--- src/include/rename_cfg.svh ---
// sizing macros for the rename and retire slice
// include wherever the rob depth, tag width or register count is needed
`ifndef RENAME_CFG_SVH
`define RENAME_CFG_SVH

`define ROB_DEPTH 16 // reorder buffer entries
`define TAG_W     4  // rob tag width, log2 of ROB_DEPTH
`define NUM_REGS  32 // architectural registers, x0 included

`endif

--- src/logic/rename_pkg.sv ---
// shared types for the rename slice
// instruction word views, register status entry and rob entry
`include "rename_cfg.svh"

package rename_pkg;

    // R-type layout, used by OP
    typedef struct packed {
        logic [6:0] funct7;
        logic [4:0] rs2;
        logic [4:0] rs1;
        logic [2:0] funct3;
        logic [4:0] rd;
        logic [6:0] opcode;
    } r_fmt_t;

    // I-type layout, used by OP-IMM
    typedef struct packed {
        logic [11:0] imm;
        logic [4:0]  rs1;
        logic [2:0]  funct3;
        logic [4:0]  rd;
        logic [6:0]  opcode;
    } i_fmt_t;

    // same 32 bits seen either way, opcode picks the view
    typedef union packed {
        r_fmt_t r_fmt;
        i_fmt_t i_fmt;
    } instr_word_u;

    localparam logic [6:0] OPC_OP     = 7'b0110011;
    localparam logic [6:0] OPC_OP_IMM = 7'b0010011;

    typedef struct packed {
        logic              busy;    // a rob entry will write this register
        logic [`TAG_W-1:0] rob_tag; // newest writer
    } reg_stat_t;

    typedef struct packed {
        logic [4:0] dest;
        logic       writes; // 0 for non-writing instructions
        logic       done;   // set by completion
    } rob_entry_t;

endpackage

--- src/logic/rob_if.sv ---
// handshake bundles between the issue unit, the rob and the commit unit
// rob_alloc_if is four-phase req/ack, rob_retire_if exposes the rob head
`timescale 1ns/10ps
`include "rename_cfg.svh"

interface rob_alloc_if;
    logic              alloc_req;    // held high with dest/writes until ack
    logic [4:0]        alloc_dest;
    logic              alloc_writes;
    logic              alloc_ack;    // only raised with a free slot
    logic [`TAG_W-1:0] alloc_tag;    // valid while ack is high

    modport issue (
        output alloc_req, alloc_dest, alloc_writes,
        input  alloc_ack, alloc_tag
    );
    modport rob (
        input  alloc_req, alloc_dest, alloc_writes,
        output alloc_ack, alloc_tag
    );
endinterface

interface rob_retire_if;
    logic              head_valid;  // head entry is done
    logic [`TAG_W-1:0] head_tag;
    logic [4:0]        head_dest;
    logic              head_writes;
    logic              retire_pop;  // one cycle pulse, frees the head

    modport rob (
        output head_valid, head_tag, head_dest, head_writes,
        input  retire_pop
    );
    modport commit (
        input  head_valid, head_tag, head_dest, head_writes,
        output retire_pop
    );
endinterface

--- src/logic/commit_unit.sv ---
// in-order retirement, one rob head at a time
// pops the head and clears its status entry, then offers it outside on
// a four-phase commit_req/commit_ack handshake
`timescale 1ns/10ps
`include "rename_cfg.svh"

module commit_unit (
    input  logic              clk,
    input  logic              reset,
    rob_retire_if.commit      retire,
    output logic              commit_req,
    input  logic              commit_ack,
    output logic [`TAG_W-1:0] commit_tag,
    output logic [4:0]        commit_dest,
    output logic              commit_writes,
    output logic              clr_en,
    output logic [4:0]        clr_dest,
    output logic [`TAG_W-1:0] clr_tag
);

    typedef enum logic [1:0] {cm_idle, cm_req, cm_drain} state_t;

    state_t state;
    logic   take;

    assign take = (state == cm_idle) && retire.head_valid;

    // pop and clear land on the edge commit_req rises
    assign retire.retire_pop = take;
    assign clr_en   = take && retire.head_writes;
    assign clr_dest = retire.head_dest;
    assign clr_tag  = retire.head_tag; // regstat drops it if a newer writer owns the reg

    assign commit_req = (state == cm_req);

    always_ff @(posedge clk) begin
        if (reset) begin
            state <= cm_idle;
        end else begin
            case (state)
                cm_idle:  if (retire.head_valid) state <= cm_req;
                cm_req:   if (commit_ack) state <= cm_drain;
                cm_drain: if (!commit_ack) state <= cm_idle; // wait for ack low
                default:  state <= cm_idle;
            endcase
        end
    end

    // retired head, stable while commit_req is high
    always_ff @(posedge clk) begin
        if (take) begin
            commit_tag    <= retire.head_tag;
            commit_dest   <= retire.head_dest;
            commit_writes <= retire.head_writes;
        end
    end

endmodule

--- src/logic/issue_unit.sv ---
// issue side: decodes an incoming word, gets a rob tag and renames it
// instr_req/instr_ack is a four-phase handshake, outputs held while ack is high
// operand status is sampled in the cycle the rob grants the tag
`timescale 1ns/10ps
`include "rename_cfg.svh"

module issue_unit import rename_pkg::*; (
    input  logic              clk,
    input  logic              reset,
    input  logic              instr_req,
    input  instr_word_u       instr_word,
    output logic              instr_ack,
    output logic [`TAG_W-1:0] q_j,
    output logic [`TAG_W-1:0] q_k,
    output logic [`TAG_W-1:0] rob_tag,
    output logic              rs1_busy,
    output logic              rs2_busy,
    output logic              uses_rs2,
    output logic [11:0]       imm,
    rob_alloc_if.issue        alloc,
    output logic [4:0]        rd_addr_a,
    output logic [4:0]        rd_addr_b,
    input  reg_stat_t         stat_a,
    input  reg_stat_t         stat_b,
    output logic              wr_en,
    output logic [4:0]        wr_dest,
    output logic [`TAG_W-1:0] wr_tag
);

    typedef enum logic [1:0] {st_idle, st_alloc, st_respond, st_release} state_t;

    state_t state;
    logic   is_op;
    logic   is_op_imm;
    logic   dec_writes;
    logic   take; // tag granted this cycle

    assign is_op     = (instr_word.r_fmt.opcode == OPC_OP);
    assign is_op_imm = (instr_word.i_fmt.opcode == OPC_OP_IMM);
    assign dec_writes = (is_op || is_op_imm) && (instr_word.r_fmt.rd != 5'd0); // x0 never renamed

    // unused sources point at x0 so they come back as tag 0, not busy
    assign rd_addr_a = (is_op || is_op_imm) ? instr_word.r_fmt.rs1 : 5'd0;
    assign rd_addr_b = is_op ? instr_word.r_fmt.rs2 : 5'd0;

    assign alloc.alloc_req    = (state == st_alloc);
    assign alloc.alloc_dest   = dec_writes ? instr_word.r_fmt.rd : 5'd0;
    assign alloc.alloc_writes = dec_writes;

    assign take = (state == st_alloc) && alloc.alloc_ack;

    // own dest is written at the edge ack rises, sources were read before it
    assign wr_en   = take && dec_writes;
    assign wr_dest = instr_word.r_fmt.rd;
    assign wr_tag  = alloc.alloc_tag;

    assign instr_ack = (state == st_respond);

    always_ff @(posedge clk) begin
        if (reset) begin
            state <= st_idle;
        end else begin
            case (state)
                st_idle:    if (instr_req) state <= st_alloc;
                st_alloc:   if (alloc.alloc_ack) state <= st_respond; // rob full stalls here
                st_respond: if (!instr_req) state <= st_release;
                st_release: if (!alloc.alloc_ack) state <= st_idle; // let rob finish its phase
                default:    state <= st_idle;
            endcase
        end
    end

    // renamed operands, held for the outside while instr_ack is high
    always_ff @(posedge clk) begin
        if (take) begin
            q_j      <= stat_a.rob_tag;
            rs1_busy <= stat_a.busy;
            q_k      <= stat_b.rob_tag;
            rs2_busy <= stat_b.busy;
            rob_tag  <= alloc.alloc_tag;
            imm      <= is_op_imm ? instr_word.i_fmt.imm : 12'd0;
            uses_rs2 <= is_op;
        end
    end

endmodule

--- src/logic/regstat.sv ---
// register status table, one entry per architectural register but x0
// issue writes the newest writer tag, commit clears it only on a tag match
// reads are combinational and see a clear landing in the same cycle
`timescale 1ns/10ps
`include "rename_cfg.svh"

module regstat import rename_pkg::*; (
    input  logic              clk,
    input  logic              reset,
    input  logic [4:0]        rd_addr_a,
    input  logic [4:0]        rd_addr_b,
    input  logic              wr_en,
    input  logic [4:0]        wr_dest,
    input  logic [`TAG_W-1:0] wr_tag,
    input  logic              clr_en,
    input  logic [4:0]        clr_dest,
    input  logic [`TAG_W-1:0] clr_tag,
    output reg_stat_t         stat_a,
    output reg_stat_t         stat_b
);

    reg_stat_t table_q [1:`NUM_REGS-1]; // x0 has no storage
    reg_stat_t clr_entry;
    logic      clr_hit;

    // x0 always reads as idle
    function automatic reg_stat_t lookup(input logic [4:0] addr);
        reg_stat_t ent;
        ent = '0;
        if (addr != 5'd0) begin
            ent = table_q[addr];
        end
        return ent;
    endfunction

    // read with the pending clear folded in
    function automatic reg_stat_t read_port(input logic [4:0] addr);
        reg_stat_t ent;
        ent = lookup(addr);
        if (clr_hit && (addr == clr_dest)) begin
            ent = '0; // retiring tag must not be handed out again
        end
        return ent;
    endfunction

    assign clr_entry = lookup(clr_dest);

    // an older writer retiring must not free a register a newer one claimed
    assign clr_hit = clr_en && clr_entry.busy && (clr_entry.rob_tag == clr_tag);

    assign stat_a = read_port(rd_addr_a);
    assign stat_b = read_port(rd_addr_b);

    always_ff @(posedge clk) begin
        for (int i = 1; i < `NUM_REGS; i++) begin
            if (reset) begin
                table_q[i] <= '0; // doubles as flush
            end else if (wr_en && (wr_dest == 5'(i))) begin
                table_q[i].busy    <= 1'b1; // write wins over a clear
                table_q[i].rob_tag <= wr_tag;
            end else if (clr_hit && (clr_dest == 5'(i))) begin
                table_q[i] <= '0;
            end
        end
    end

endmodule

--- src/logic/rename_core.sv ---
// top of the rename and retire slice
// instruction handshake in, completion pulses in, commit handshake out
`timescale 1ns/10ps
`include "rename_cfg.svh"

module rename_core import rename_pkg::*; (
    input  logic              clk,
    input  logic              reset,
    input  logic              instr_req,
    input  logic [31:0]       instr_word,
    output logic              instr_ack,
    output logic [`TAG_W-1:0] q_j,
    output logic [`TAG_W-1:0] q_k,
    output logic              rs1_busy,
    output logic              rs2_busy,
    output logic [`TAG_W-1:0] rob_tag,
    output logic [11:0]       imm,
    output logic              uses_rs2,
    input  logic              complete_valid,
    input  logic [`TAG_W-1:0] complete_tag,
    output logic              commit_req,
    input  logic              commit_ack,
    output logic [`TAG_W-1:0] commit_tag,
    output logic [4:0]        commit_dest,
    output logic              commit_writes
);

    rob_alloc_if  alloc_bus ();
    rob_retire_if retire_bus ();

    logic [4:0]        rd_addr_a;
    logic [4:0]        rd_addr_b;
    reg_stat_t         stat_a;
    reg_stat_t         stat_b;
    logic              wr_en;
    logic [4:0]        wr_dest;
    logic [`TAG_W-1:0] wr_tag;
    logic              clr_en;
    logic [4:0]        clr_dest;
    logic [`TAG_W-1:0] clr_tag;

    issue_unit u_issue (
        .clk, .reset, .instr_req, .instr_word, .instr_ack,
        .q_j, .q_k, .rob_tag, .rs1_busy, .rs2_busy, .uses_rs2, .imm,
        .alloc(alloc_bus.issue),
        .rd_addr_a, .rd_addr_b, .stat_a, .stat_b,
        .wr_en, .wr_dest, .wr_tag
    );

    regstat u_regstat (
        .clk, .reset, .rd_addr_a, .rd_addr_b,
        .wr_en, .wr_dest, .wr_tag,
        .clr_en, .clr_dest, .clr_tag,
        .stat_a, .stat_b
    );

    reorder_buffer u_rob (
        .clk, .reset, .complete_valid, .complete_tag,
        .alloc(alloc_bus.rob),
        .retire(retire_bus.rob)
    );

    commit_unit u_commit (
        .clk, .reset,
        .retire(retire_bus.commit),
        .commit_req, .commit_ack, .commit_tag, .commit_dest, .commit_writes,
        .clr_en, .clr_dest, .clr_tag
    );

endmodule

--- src/logic/reorder_buffer.sv ---
// circular reorder buffer, tags handed out in program order
// allocation answers a four-phase request, completion marks entries done
// the head is offered to the commit unit once it is done
`timescale 1ns/10ps
`include "rename_cfg.svh"

module reorder_buffer import rename_pkg::*; (
    input  logic              clk,
    input  logic              reset,
    input  logic              complete_valid,
    input  logic [`TAG_W-1:0] complete_tag,
    rob_alloc_if.rob          alloc,
    rob_retire_if.rob         retire
);

    rob_entry_t        entries [`ROB_DEPTH];
    logic [`TAG_W-1:0] head;
    logic [`TAG_W-1:0] tail;
    logic [`TAG_W:0]   count;    // 0..ROB_DEPTH
    logic              alloc_fire;
    logic [`TAG_W-1:0] cpl_offset;
    logic              cpl_in_flight;

    // new request, not yet answered, and room left
    assign alloc_fire = alloc.alloc_req && !alloc.alloc_ack && (count < `ROB_DEPTH);

    // distance from head decides whether the tag is live
    assign cpl_offset    = complete_tag - head; // wraps mod depth
    assign cpl_in_flight = complete_valid && ({1'b0, cpl_offset} < count);

    always_ff @(posedge clk) begin
        if (reset) begin
            head            <= '0;
            tail            <= '0;
            count           <= '0;
            alloc.alloc_ack <= 1'b0;
        end else begin
            if (alloc_fire) begin
                alloc.alloc_ack <= 1'b1;
                tail            <= tail + 1'b1;
            end else if (!alloc.alloc_req) begin
                alloc.alloc_ack <= 1'b0; // four-phase return to zero
            end
            if (retire.retire_pop) begin
                head <= head + 1'b1;
            end
            case ({alloc_fire, retire.retire_pop})
                2'b10:   count <= count + 1'b1;
                2'b01:   count <= count - 1'b1;
                default: count <= count; // both or neither
            endcase
        end
    end

    // entry payload and granted tag
    always_ff @(posedge clk) begin
        if (alloc_fire) begin
            alloc.alloc_tag      <= tail;
            entries[tail].dest   <= alloc.alloc_dest;
            entries[tail].writes <= alloc.alloc_writes;
            entries[tail].done   <= 1'b0;
        end
        if (cpl_in_flight) begin
            entries[complete_tag].done <= 1'b1; // never the tail slot, that one is free
        end
    end

    assign retire.head_valid  = (count != '0) && entries[head].done;
    assign retire.head_tag    = head;
    assign retire.head_dest   = entries[head].dest;
    assign retire.head_writes = entries[head].writes;

endmodule

--- config.mk ---
export PLATFORM = sky130hd
export DESIGN_NAME = rename_core
export DESIGN_NICKNAME = d
export VERILOG_FILES = /design/src/logic/rename_pkg.sv /design/src/logic/rob_if.sv /design/src/logic/commit_unit.sv /design/src/logic/issue_unit.sv /design/src/logic/regstat.sv /design/src/logic/rename_core.sv /design/src/logic/reorder_buffer.sv
export VERILOG_INCLUDE_DIRS = /design/src /design/src/include
export SDC_FILE = /design/constraint.sdc
export NUM_CORES = 1
export LEC_CHECK = 0
export BUFFER_PORTS_ARGS = -buffer_cell sky130_fd_sc_hd__buf_4
export CAP_MARGIN = 5
export CELL_PAD_IN_SITES_DETAIL_PLACEMENT = 2
export CELL_PAD_IN_SITES_GLOBAL_PLACEMENT = 2
export CORE_MARGIN = 3
export CORE_UTILIZATION = 42
export DETAILED_ROUTE_END_ITERATION = 8
export PLACE_DENSITY_LB_ADDON = 0.1
export SLEW_MARGIN = 0
export SYNTH_ARGS = -nofsm -noshare
export SYNTH_HDL_FRONTEND = slang
export SYNTH_SLANG_ARGS = --single-unit
--- constraint.sdc ---
create_clock -name clk -period 5.1 [get_ports clk]
set_clock_uncertainty 0.15 [all_clocks]
set_input_delay 0.765 -clock clk [delete_from_list [all_inputs] [get_ports clk]]
set_output_delay 0.765 -clock clk [all_outputs]
set_load 0.05 [all_outputs]
# Word-level counts from Yosys, hierarchy flattened
# Memories as Yosys holds them, arrays and structs flattened. A register that Yosys moved wholly into a read port is not among the register bits.
# Index checks and enable logic that the tools add are counted.
word_totals:
  register_bits: 49
  latchBits: 0
  ram_bits: 267
  romBits: 0
  in_bits: 41
  mem_count: 2
mem_list:
  columns: ["name", "words", "width", "read_ports", "rd_clocked_by_memory_dff", "wr", "line_no", "rtl"]
  rows:
  - ["u_regstat.table_q", 31, 5, 3, 2, 31, "regstat.sv:22", "reg_stat_t table_q [1:`NUM_REGS-1];"]
  - ["u_rob.entries", 16, 7, 1, 1, 2, "reorder_buffer.sv:16", "rob_entry_t entries [`ROB_DEPTH];"]
classes:
  n_addsub: 5
  mul: 0
  div_mod_pow: 0
  order_cmp: 2
  eq_ne: 82
  shift: 0
  muxes: 365
  n_bitwise: 126
  n_reduce_logical: 89
op_table:
  columns: ["cell", "count"]
  rows:
  - ["two-way mux 1 bit", 287]
  - ["two-way mux 4 bit", 64]
  - ["== test 5 bit, second input constant", 32]
  - ["OR 1 bit", 124]
  - ["== test 5 x 4 -> 1 bit, second input constant", 16]
  - ["logical AND 1 bit", 75]
  - ["== test 5 x 3 -> 1 bit, second input constant", 8]
  - ["nonzero test 5 bit", 5]
  - ["== test 5 x 2 -> 1 bit, second input constant", 4]
  - ["two-way mux 5 bit", 4]
  - ["two-way mux 2 bit", 7]
  - ["!= test 2 bit, second input constant", 6]
  - ["== test 5 x 1 -> 1 bit, second input constant", 2]
  - ["== test 5 bit", 2]
  - ["one-hot mux 5 bit (2 select lines)", 1]
  - ["adder 4 x 1 -> 4 bit, second input constant", 2]
  - ["== test 2 bit, second input constant", 4]
  - ["one-hot mux 2 bit (4 select lines)", 1]
  - ["== test 7 x 5 -> 1 bit, second input constant", 1]
  - ["== test 7 x 6 -> 1 bit, second input constant", 1]
  - ["== test 2 x 1 -> 1 bit, second input constant", 3]
  - ["one-hot mux 2 bit (3 select lines)", 1]
  - ["adder 5 x 1 -> 5 bit, second input constant", 1]
  - ["< comparator 4 x 5 -> 1 bit", 1]
  - ["other kinds (13)", 17]

# Depth between registers and ports, before layout
# Gate-level depths: netlist of run 1.
depth:
  ltp_word: 12
  ltp_mapped: 16
  ltp_nobuf: 13

# Modules after synthesis
# Synthesis of run 1 repeated with hierarchy kept, for this count alone.
unflattened:
  hier_cells: 1318
  area_unflattened_um2: 18163.7
modules_own_cells:
  columns: ["module", "instances", "cells_each", "area_each_um2"]
  rows:
  - ["regstat", 1, 843, 10655.2]
  - ["reorder_buffer", 1, 354, 5714.2]
  - ["issue_unit", 1, 92, 1326.3]
  - ["commit_unit", 1, 29, 467.9]

# Worst setup path before layout of run 1
# Ideal clock, no wire load.
synth_path:
  path_kind: "reg-to-reg"
  from: "reg (tool-made name)"
  to: "mem u_regstat.table_q[12][0] (netlist name), enable pin"
  setup_ns: 0.376
  arrival_time_ns: 3.530
  t_required_ns: 4.574
  slack_ns: 1.044
  path_stages_with_launch: 14
  synth_period_minus_slack_ns: 4.056
  cell_sequence: "dfxtp_1 > buf_6 > buf_12 > buf_12 > mux4_1 > mux4_2 > buf_6 > a41oi_2 > o31ai_1 > o221a_1 > a211oi_4 > nand4_4 > buf_6 > o31ai_1"
synth_rtl:
  columns: ["item", "line_no"]
  rows:
  - ["end: declaration", "regstat.sv:22"]

==> results.md, run 1 <==
- First-pass GRT wire length: ~110,000 um
- Total wire length: a little under 80,000 um
- Antenna Nets Post-Route: 0
- Initial Util: 42.67%
- Seq/Total Area, Yosys: 51.73%
- Crit path DAT: just over 5 ns
- Final net count: about 1,800
- Chip width: roughly 220 um
- CTS tree: built
- R2R cell count: 15
- Worst R2R Setup Slack: ~0.14 ns
- Worst setup EP type: flip-flop
- Post-synth EDFFs: between 200 and 300
- Placer congestion estimate: approximately 0.96
- Synth area leader: edfxtp_1
- ANT cells: 0
- Synth area leaders: edfxtp_1 (48%), and2_1 (5.0%), dfxtp_1 (4.1%), mux2i_1 (4.0%), nand2_1 (3.8%)
- Slew Limit Fails: 0
- Layout overhead on the synthesized area: 15.24%
- Die footprint: ~0.046 sq mm
- Pre-CTS setup slack: -0.4236 ns
- Ys flop type: edfxtp_1
- CTS Root Cell: clkbuf_16
- Clock power share: 32.4%
- Setup Crit Path Kind: reg2reg
- Largest net degree at the start of global routing: 53
- # DRC: 0
- Sw Ratio: 35.88%
- 1st-pass router iterations: 5
- Synth warnings: 0
- Design Area, Final: between 0.02 and 0.025 sq mm
- Pwr/cell area: between 400 and 500 mW/mm^2
- Switching Power: 3.070 mW
- Post-DP HPWL: between 50,000 and 60,000 um
- Total Power: roughly 8.6 mW
- Total track usage: around a third
- Area after DPL: 0.01994 sq mm
- Period minus WS final: a little under 5 ns
- Synth async-reset ratio: 0%
- Fraction of layout cells with a size suffix above 1: a little under a fifth
- P_int: between 5 and 6 mW
- Max VDD drop: around 0.32 mV
- DR iter-0 viols: approximately 1,400
- Critical path fanouts, max: 31
- Max-cap violations: 0
- Number of global-route vias before repair: 16,384
- Max Fclk: slightly above 0.2 GHz
- Fin crit share: around 100%
- Normalized max-slew margin: a little under a third
- H-tree Lvls: 2
- RR Endpoint: u_regstat.table_q[12][3]
- I/O Buffers: 76
- CTS hold repair buffers: 0
- Setup ws final: about 0.14 ns
- Vias/cell: approximately 6.4
- Via count: between 15,000 and 20,000
- Least-Margin Pin Slew: ~1.0 ns
- Sink Count: 330
- Logic pwr share: 29.8%
- Share of power burned in registers: between 30% and 40%
- Startpoint type of the worst setup path: flip-flop
- Final Hold Viols: 0
- Worst EP required: approximately 5.2 ns
- Unrepaired setup endpoints after global routing: no
- Synth Register Bits: 330
- Row count: between 70 and 80
- Grt total ovfl: 0
- Synth unique cells: 92
- Die Y: 215.4 um
- CORE AREA: 0.04317 sq mm
- Clock latency on the worst-skew pair: between 0.5 and 0.6 ns
- Status: complete, no violations
- Clock slew at reported path FFs: about 0.060 ns
- Share of Yosys cell area claimed by the top area cell type: 47.60%
- Num ports: 80
- Initial antenna violation count: 1
- CTS Buf Count: 39
- Cells after Synth: roughly 1,700
- CP endpoint: u_regstat.table_q[12][3]
- Mean Syn Cell Area: 11.08 sq um
- Final setup vio count: 0
- Leakage: 7.465 nW
- Avg WL per Cell: 32.91 um
- Synthesized Nets: 1,724
- Synthesized area: about 0.018 sq mm
- Clock buffer depth: 3
- HP Class: in2reg
## layer usage
layer / up-vias / share of wire, % / global-route usage (%)
li1: 6440 / - / -
met1: 7932 / 39 / 40.08
met2: 676 / 50 / 58.29
met3: 204 / 5.2 / 4.295
met4: 0 / 5.7 / 17.54
met5: - / 0 / 0
## what timing repair did
action,4_1_cts,5_1_grt
buffers inserted,0,0
endpoints found under the hold margin,0,0
cloned,0,0
gates resized for setup,3,6
setup endpoints to repair,95,155
## per-stage QoR
step                cells  utilization (%)  TNS [ns]  hold slack [ns]
floorplan            1662                -         0           0.2564
global placement     2297            46.19    -1.402           0.3079
detailed placement   2297            46.19    -10.05           0.3242
CTS                  2367            49.11         0           0.2875
global route         2367            49.18         0           0.3089
finish               2367            49.18         0           0.3120
## cell usage after synthesis, types with 21 or more instances
library cell / n
edfxtp_1: 292
nand2_1: 186
and2_1: 146
nor2_1: 105
a21oi_1: 87
clkbuf_1: 82
o21ai_0: 76
mux2i_1: 74
nand3_1: 51
dfxtp_1: 38
mux2_2: 37
a211oi_1: 34
inv_1: 29
o31ai_1: 29
mux4_2: 25
o22ai_1: 22
a31oi_1: 21
## registers in the layout, indices dropped and copies added (netlist names), named ones only
name and count:
u_issue.imm 12, u_rob.tail 4, u_issue.rs2_busy 1, u_regstat.table_q 155
u_issue.q_k 4, u_issue.state 2, u_rob.count 5, u_rob.entries 112
u_commit.state 2, u_rob.alloc.alloc_ack 1, u_commit.commit_writes 1, u_rob.retire.head_tag 4
u_issue.q_j 4, u_issue.uses_rs2 1, u_issue.rob_tag 4, u_commit.commit_tag 4
u_issue.rs1_busy 1, u_rob.alloc.alloc_tag 4, u_commit.commit_dest 5
## kinds of logic (layout without fill, tap and decap cells)
kind of cell	Yosys count	count (layout)	share of synthesized area (%)
AND/OR/NAND/NOR	588	588	15.97
AO/OA/AOI/OAI	394	394	14.79
flip-flops	330	330	51.73
buffers and inverters	157	277	4.014
multiplexers	148	148	10.85
XOR/XNOR	24	24	1.141
adder cells (fa/ha/maj)	21	21	1.508
## worst max-delay path: stages (launching register included)
cell and delay, ns:
dfxtp_2 0.47, buf_12 0.20, mux4_2 0.54, a22o_4 0.30
nor2_8 0.15, inv_4 0.16, buf_4 0.21, nand3_1 0.34
o22ai_1 0.27, a211oi_1 0.30, a22oi_1 0.15, a21oi_2 0.27
nand4_4 0.17, buf_12 0.22, o31ai_1 0.50, buf_4 0.25
## cells in the final DEF, fill, tap and decap left out, types with 5 or more instances in the layout
master	count
o21ai_0	76
a21oi_1	87
nand3_1	51
dfxtp_1	36
o211ai_1	11
clkbuf_16	39
clkinv_2	6
o31ai_1	26
a31oi_1	21
nand4_1	19
a311oi_1	8
o31ai_2	9
o22ai_1	22
xnor2_1	15
a22oi_1	12
ha_1	19
mux2_2	37
a221oi_1	17
mux2i_1	74
clkinv_1	6
nor3_1	9
buf_4	167
a211oi_1	34
clkbuf_1	10
inv_1	29
nor2b_1	18
buf_12	5
and3_1	12
nand2b_1	14
and2_1	146
mux4_2	25
mux4_1	9
nand2_1	186
nor2_1	104
o221ai_1	15
xor2_1	9
edfxtp_1	292
## worst min-delay path by stage
| stage | startpoint | to | slack (ns) | cells past startpoint |
|---|---|---|---|---|
| 6_report | commit_ack | u_commit.state[1] | 0.31 | 3 |
| 5_1_grt | commit_ack | u_commit.state[1] | 0.31 | 3 |
| 4_1_cts | commit_ack | u_commit.state[1] | 0.29 | 3 |
| 3_5_place_dp | u_rob.entries[14][0] | u_rob.entries[14][0] | 0.32 | 2 |
| 3_3_place_gp | u_rob.entries[8][0] | u_rob.entries[8][0] | 0.31 | 2 |
| 2_1_floorplan | u_rob.tail[2] | u_rob.alloc.alloc_tag[2] | 0.26 | 0 |
## power groups by stage
stage                     sequential (mW)  clock [mW]  combinational (mW)
after floorplan                      3.28           0                1.43
after global placement               3.27           0                2.40
after detailed placement             3.28           0                2.47
after CTS                            3.23        2.81                2.50
after global routing                 3.24        2.90                2.66
final                                3.23        2.78                2.55
## area by class of cell
class | instances | area (sq um)
Clock buffer | 52 | 1055
Clock inverter | 18 | 187.7
Fill cell | 4402 | 21940
Inverter | 35 | 133.9
Multi-Input combinational cell | 1175 | 8237
Sequential cell | 330 | 9532
Tap cell | 585 | 732.0
Timing Repair Buffer | 172 | 1354
No activity file was read; power rests on OpenSTA's default activity.
==> run 2, diff against run 1 <==
--- a/config.mk
+++ b/config.mk
@@ -10,7 +10,7 @@
 export CAP_MARGIN = 5
 export CELL_PAD_IN_SITES_DETAIL_PLACEMENT = 2
 export CELL_PAD_IN_SITES_GLOBAL_PLACEMENT = 2
-export CORE_MARGIN = 3
+export CORE_MARGIN = 2
 export CORE_UTILIZATION = 42
 export DETAILED_ROUTE_END_ITERATION = 8
 export PLACE_DENSITY_LB_ADDON = 0.1
==> constraint.sdc (replaced) <==
create_clock -name clk -period 5.1 [get_ports clk]
set_clock_uncertainty 0.15 [all_clocks]
set_input_delay 0.765 -clock clk [delete_from_list [all_inputs] [get_ports clk]]
set_output_delay 0.765 -clock clk [all_outputs]
set_load 0.01 [all_outputs]
==> run 2 against run 1 <==
Fmax rose by 1.9%. Register-to-register slack improved by 0.09 ns. Critical path depth did not move. Worst hold slack got worse by 0.0083 ns. Total power fell by 1.5%. Combinational power fell by 4%. Setup slack improved by 0.091 ns. Largest cell class unchanged. Highest routed layer unchanged.
==> results.md, run 2 (synthesis gave the netlist of run 1 again) <==
- Via count: 15,343 (was 15,252)
- HP Class: in2reg (unchanged)
- Commonest non-fill, non-tap cell in the layout: edfxtp_1 (unchanged)
- Top reg by flops: u_regstat.table_q (unchanged)
- Status: complete, no violations (unchanged)
- Logic pwr share: 29.0% (was 29.8%)
- Fraction of layout cells with a size suffix above 1: 18.83% (was 19.08%)
- First-pass GRT wire length: 112,900 um (was 113,500 um)
- Placer congestion estimate: 0.9426 (was 0.9634)
- Avg WL per Cell: 32.97 um (was 32.91 um)
- DR iter-0 viols: 1,566 (was 1,386)
- Slew Limit Fails: 0 (unchanged)
- Number of global-route vias before repair: 16,340 (was 16,384)
- Period minus WS final: 4.874 ns (was 4.965 ns)
- CTS tree: built (unchanged)
- Vias/cell: 6.477 (was 6.444)
- Fin crit share: 95.56% (was 97.34%)
- Largest regs: u_regstat.table_q: 155 flops, u_rob.entries: 112 flops, u_issue.imm: 12 flops (unchanged)
- ANT cells: 0 (unchanged)
- P_int: 5.448 mW (was 5.486 mW)
- Initial antenna violation count: 2 (was 1)
- CORE AREA: 0.04317 sq mm (unchanged)
- RR Endpoint: u_regstat.table_q[14][0] (was u_regstat.table_q[12][3])
- Pwr/cell area: 397.3 mW/mm^2 (was 403.0 mW/mm^2)
- Share of power burned in registers: 38.4% (was 37.7%)
- HP Start: commit_ack (unchanged)
- Total wire length: 78,110 um (was 77,910 um)
- Least-Margin Pin Slew: 1.099 ns (was 1.032 ns)
- Normalized max-slew margin: 26.49% (was 30.82%)
- Hold Path Depth: 3 (unchanged)
- Sink Count: 330 (unchanged)
- Num ports: 80 (unchanged)
- Max VDD drop: 0.2812 mV (was 0.3186 mV)
- Startpoint type of the worst setup path: flip-flop (unchanged)
- 1st-pass router iterations: 5 (unchanged)
- CTS Buf Count: 38 (was 39)
- Worst EP required: 5.23 ns (was 5.24 ns)
- Worst R2R Setup Slack: 0.23 ns (was 0.14 ns)
- Unrepaired setup endpoints after global routing: no (unchanged)
- Final setup vio count: 0 (unchanged)
- CTS Root Cell: clkbuf_16 (unchanged)
- Max-cap violations: 0 (unchanged)
- R2R cell count: 15 (unchanged)
- Leakage: 7.443 nW (was 7.465 nW)
- Largest net degree at the start of global routing: 53 (unchanged)
- Sw Ratio: 35.37% (was 35.88%)
- Crit path DAT: 5.01 ns (was 5.10 ns)
- Clock buffer depth: 3 (unchanged)
- Max Fclk: 0.2052 GHz (was 0.2014 GHz)
- Final net count: 1,816 (was 1,815)
- Max reg flops: 155 (unchanged)
- Multi-input logic area: 0.008243 sq mm (was 0.008237 sq mm)
- Final Hold Slack: 0.3037 ns (was 0.3120 ns)
- Most frequent cells in the layout: edfxtp_1 (292), nand2_1 (186), buf_4 (171) (was edfxtp_1 (292), nand2_1 (186), buf_4 (167))
- Die Y: 213.4 um (was 215.4 um)
- Switching Power: 2.982 mW (was 3.070 mW)
- I/O Buffers: 76 (unchanged)
- Die footprint: 0.04555 sq mm (was 0.04641 sq mm)
- # DRC: 0 (unchanged)
- Hold EP: u_commit.state[1] (unchanged)
- Layout overhead on the synthesized area: 15.18% (was 15.24%)
- Critical path fanouts, max: 31 (unchanged)
- Register area: 0.009530 sq mm (was 0.009532 sq mm)
- Clock slew at reported path FFs: 0.06 ns (about the same)
- H-tree Lvls: 2 (unchanged)
- Total track usage: 34.76% (was 33.25%)
- Row count: 76 (unchanged)
- Post-DP HPWL: 55,950 um (was 56,540 um)
- Setup Crit Path Kind: reg2reg (unchanged)
- Chip width: 213.4 um (was 215.4 um)
- Antenna Nets Post-Route: 0 (unchanged)
- Clock power share: 32.6% (was 32.4%)
- CTS hold repair buffers: 0 (unchanged)
- Grt total ovfl: 0 (unchanged)
- Final Hold Viols: 0 (unchanged)
- Total Power: 8.429 mW (was 8.556 mW)
- Final TNS setup: 0 ns (unchanged)
- Number of fill cells: 4,375 (was 4,402)
- Clock latency on the worst-skew pair: 0.58 ns (about the same)
- Worst setup EP type: flip-flop (unchanged)
- Initial Util: 42.67% (unchanged)
==> run 2: cell count changes in the layout (fill, tap and decap cells not counted), moves of 3 or more <==
cell,previous run,this run
clkinvlp_4,1,4
buf_4,167,171
o31ai_4,1,5
o31ai_2,9,5
==> run 2: worst max path at each step <==
stage               startpoint                  endpoint  slack (ns)  cells after the start
finish               flip-flop  u_regstat.table_q[14][0]        0.23                     15
global route         flip-flop  u_regstat.table_q[14][1]       0.002                     14
CTS                  flip-flop   u_regstat.table_q[1][4]        0.04                     14
detailed placement   flip-flop  u_regstat.table_q[15][1]        0.07                     15
global placement     flip-flop  u_regstat.table_q[15][0]        0.15                     15
floorplan            flip-flop  u_regstat.table_q[12][0]        1.04                     13
==> run 2: repair_timing <==
action / 4_1_cts / 5_1_grt
endpoints found under the setup margin: 6 / 90
resized for setup: 2 / 7
buffers inserted: 0 / 1
endpoints found under the hold margin: 0 / 0
==> run 2: per-layer routing <==
metal / track usage (%) / up-vias / wire (um)
li1: - / 6443 / -
met1: 42.73 / 7939 / 30360
met2: 59.86 / 731 / 38690
met3: 4.540 / 230 / 4766
met4: 18.30 / 0 / 4296
met5: 0 / - / 0
==> run 2: layout make-up <==
| cell class | count | area share (%) |
|---|---|---|
| flip-flops and latches | 330 | 44.91 |
| inverters | 35 | 0.6309 |
| clock buffers | 52 | 4.918 |
| well taps | 585 | 3.449 |
| clock inverters | 18 | 0.9081 |
| multi-input cells | 1175 | 38.85 |
| repair buffers | 174 | 6.333 |
==> run 2: per-stage QoR <==
stage	area, sq um	instances	setup WS (ns)	utilization [%]
global route	21220	2369	0.001753	49.15
finish	21220	2369	0.2265	49.15
floorplan	18420	1662	1.044	-
CTS	21160	2368	0.04443	49.02
detailed placement	19920	2298	0.07112	46.13
global placement	19920	2298	0.1502	46.13
==> run 2: critical path: stages, from the launching register on <==
cell and delay (ns):
dfxtp_1 0.36, buf_12 0.23, mux4_1 0.61, mux2i_1 0.19
mux2_4 0.31, inv_2 0.11, a221oi_4 0.33, buf_4 0.22
o211ai_1 0.15, a41oi_1 0.42, a311oi_2 0.08, xor2_1 0.37
nand4_4 0.15, buf_12 0.21, o31ai_2 0.40, buf_4 0.23
==> run 2: power by group through the flow <==
stage               registers [mW]  clock network (mW)  logic (mW)
CTS                           3.23                2.77        2.37
global placement              3.27                   0        2.28
finish                        3.24                2.75        2.45
floorplan                     3.22                   0        1.42
global route                  3.25                2.86        2.57
detailed placement            3.28                   0        2.35
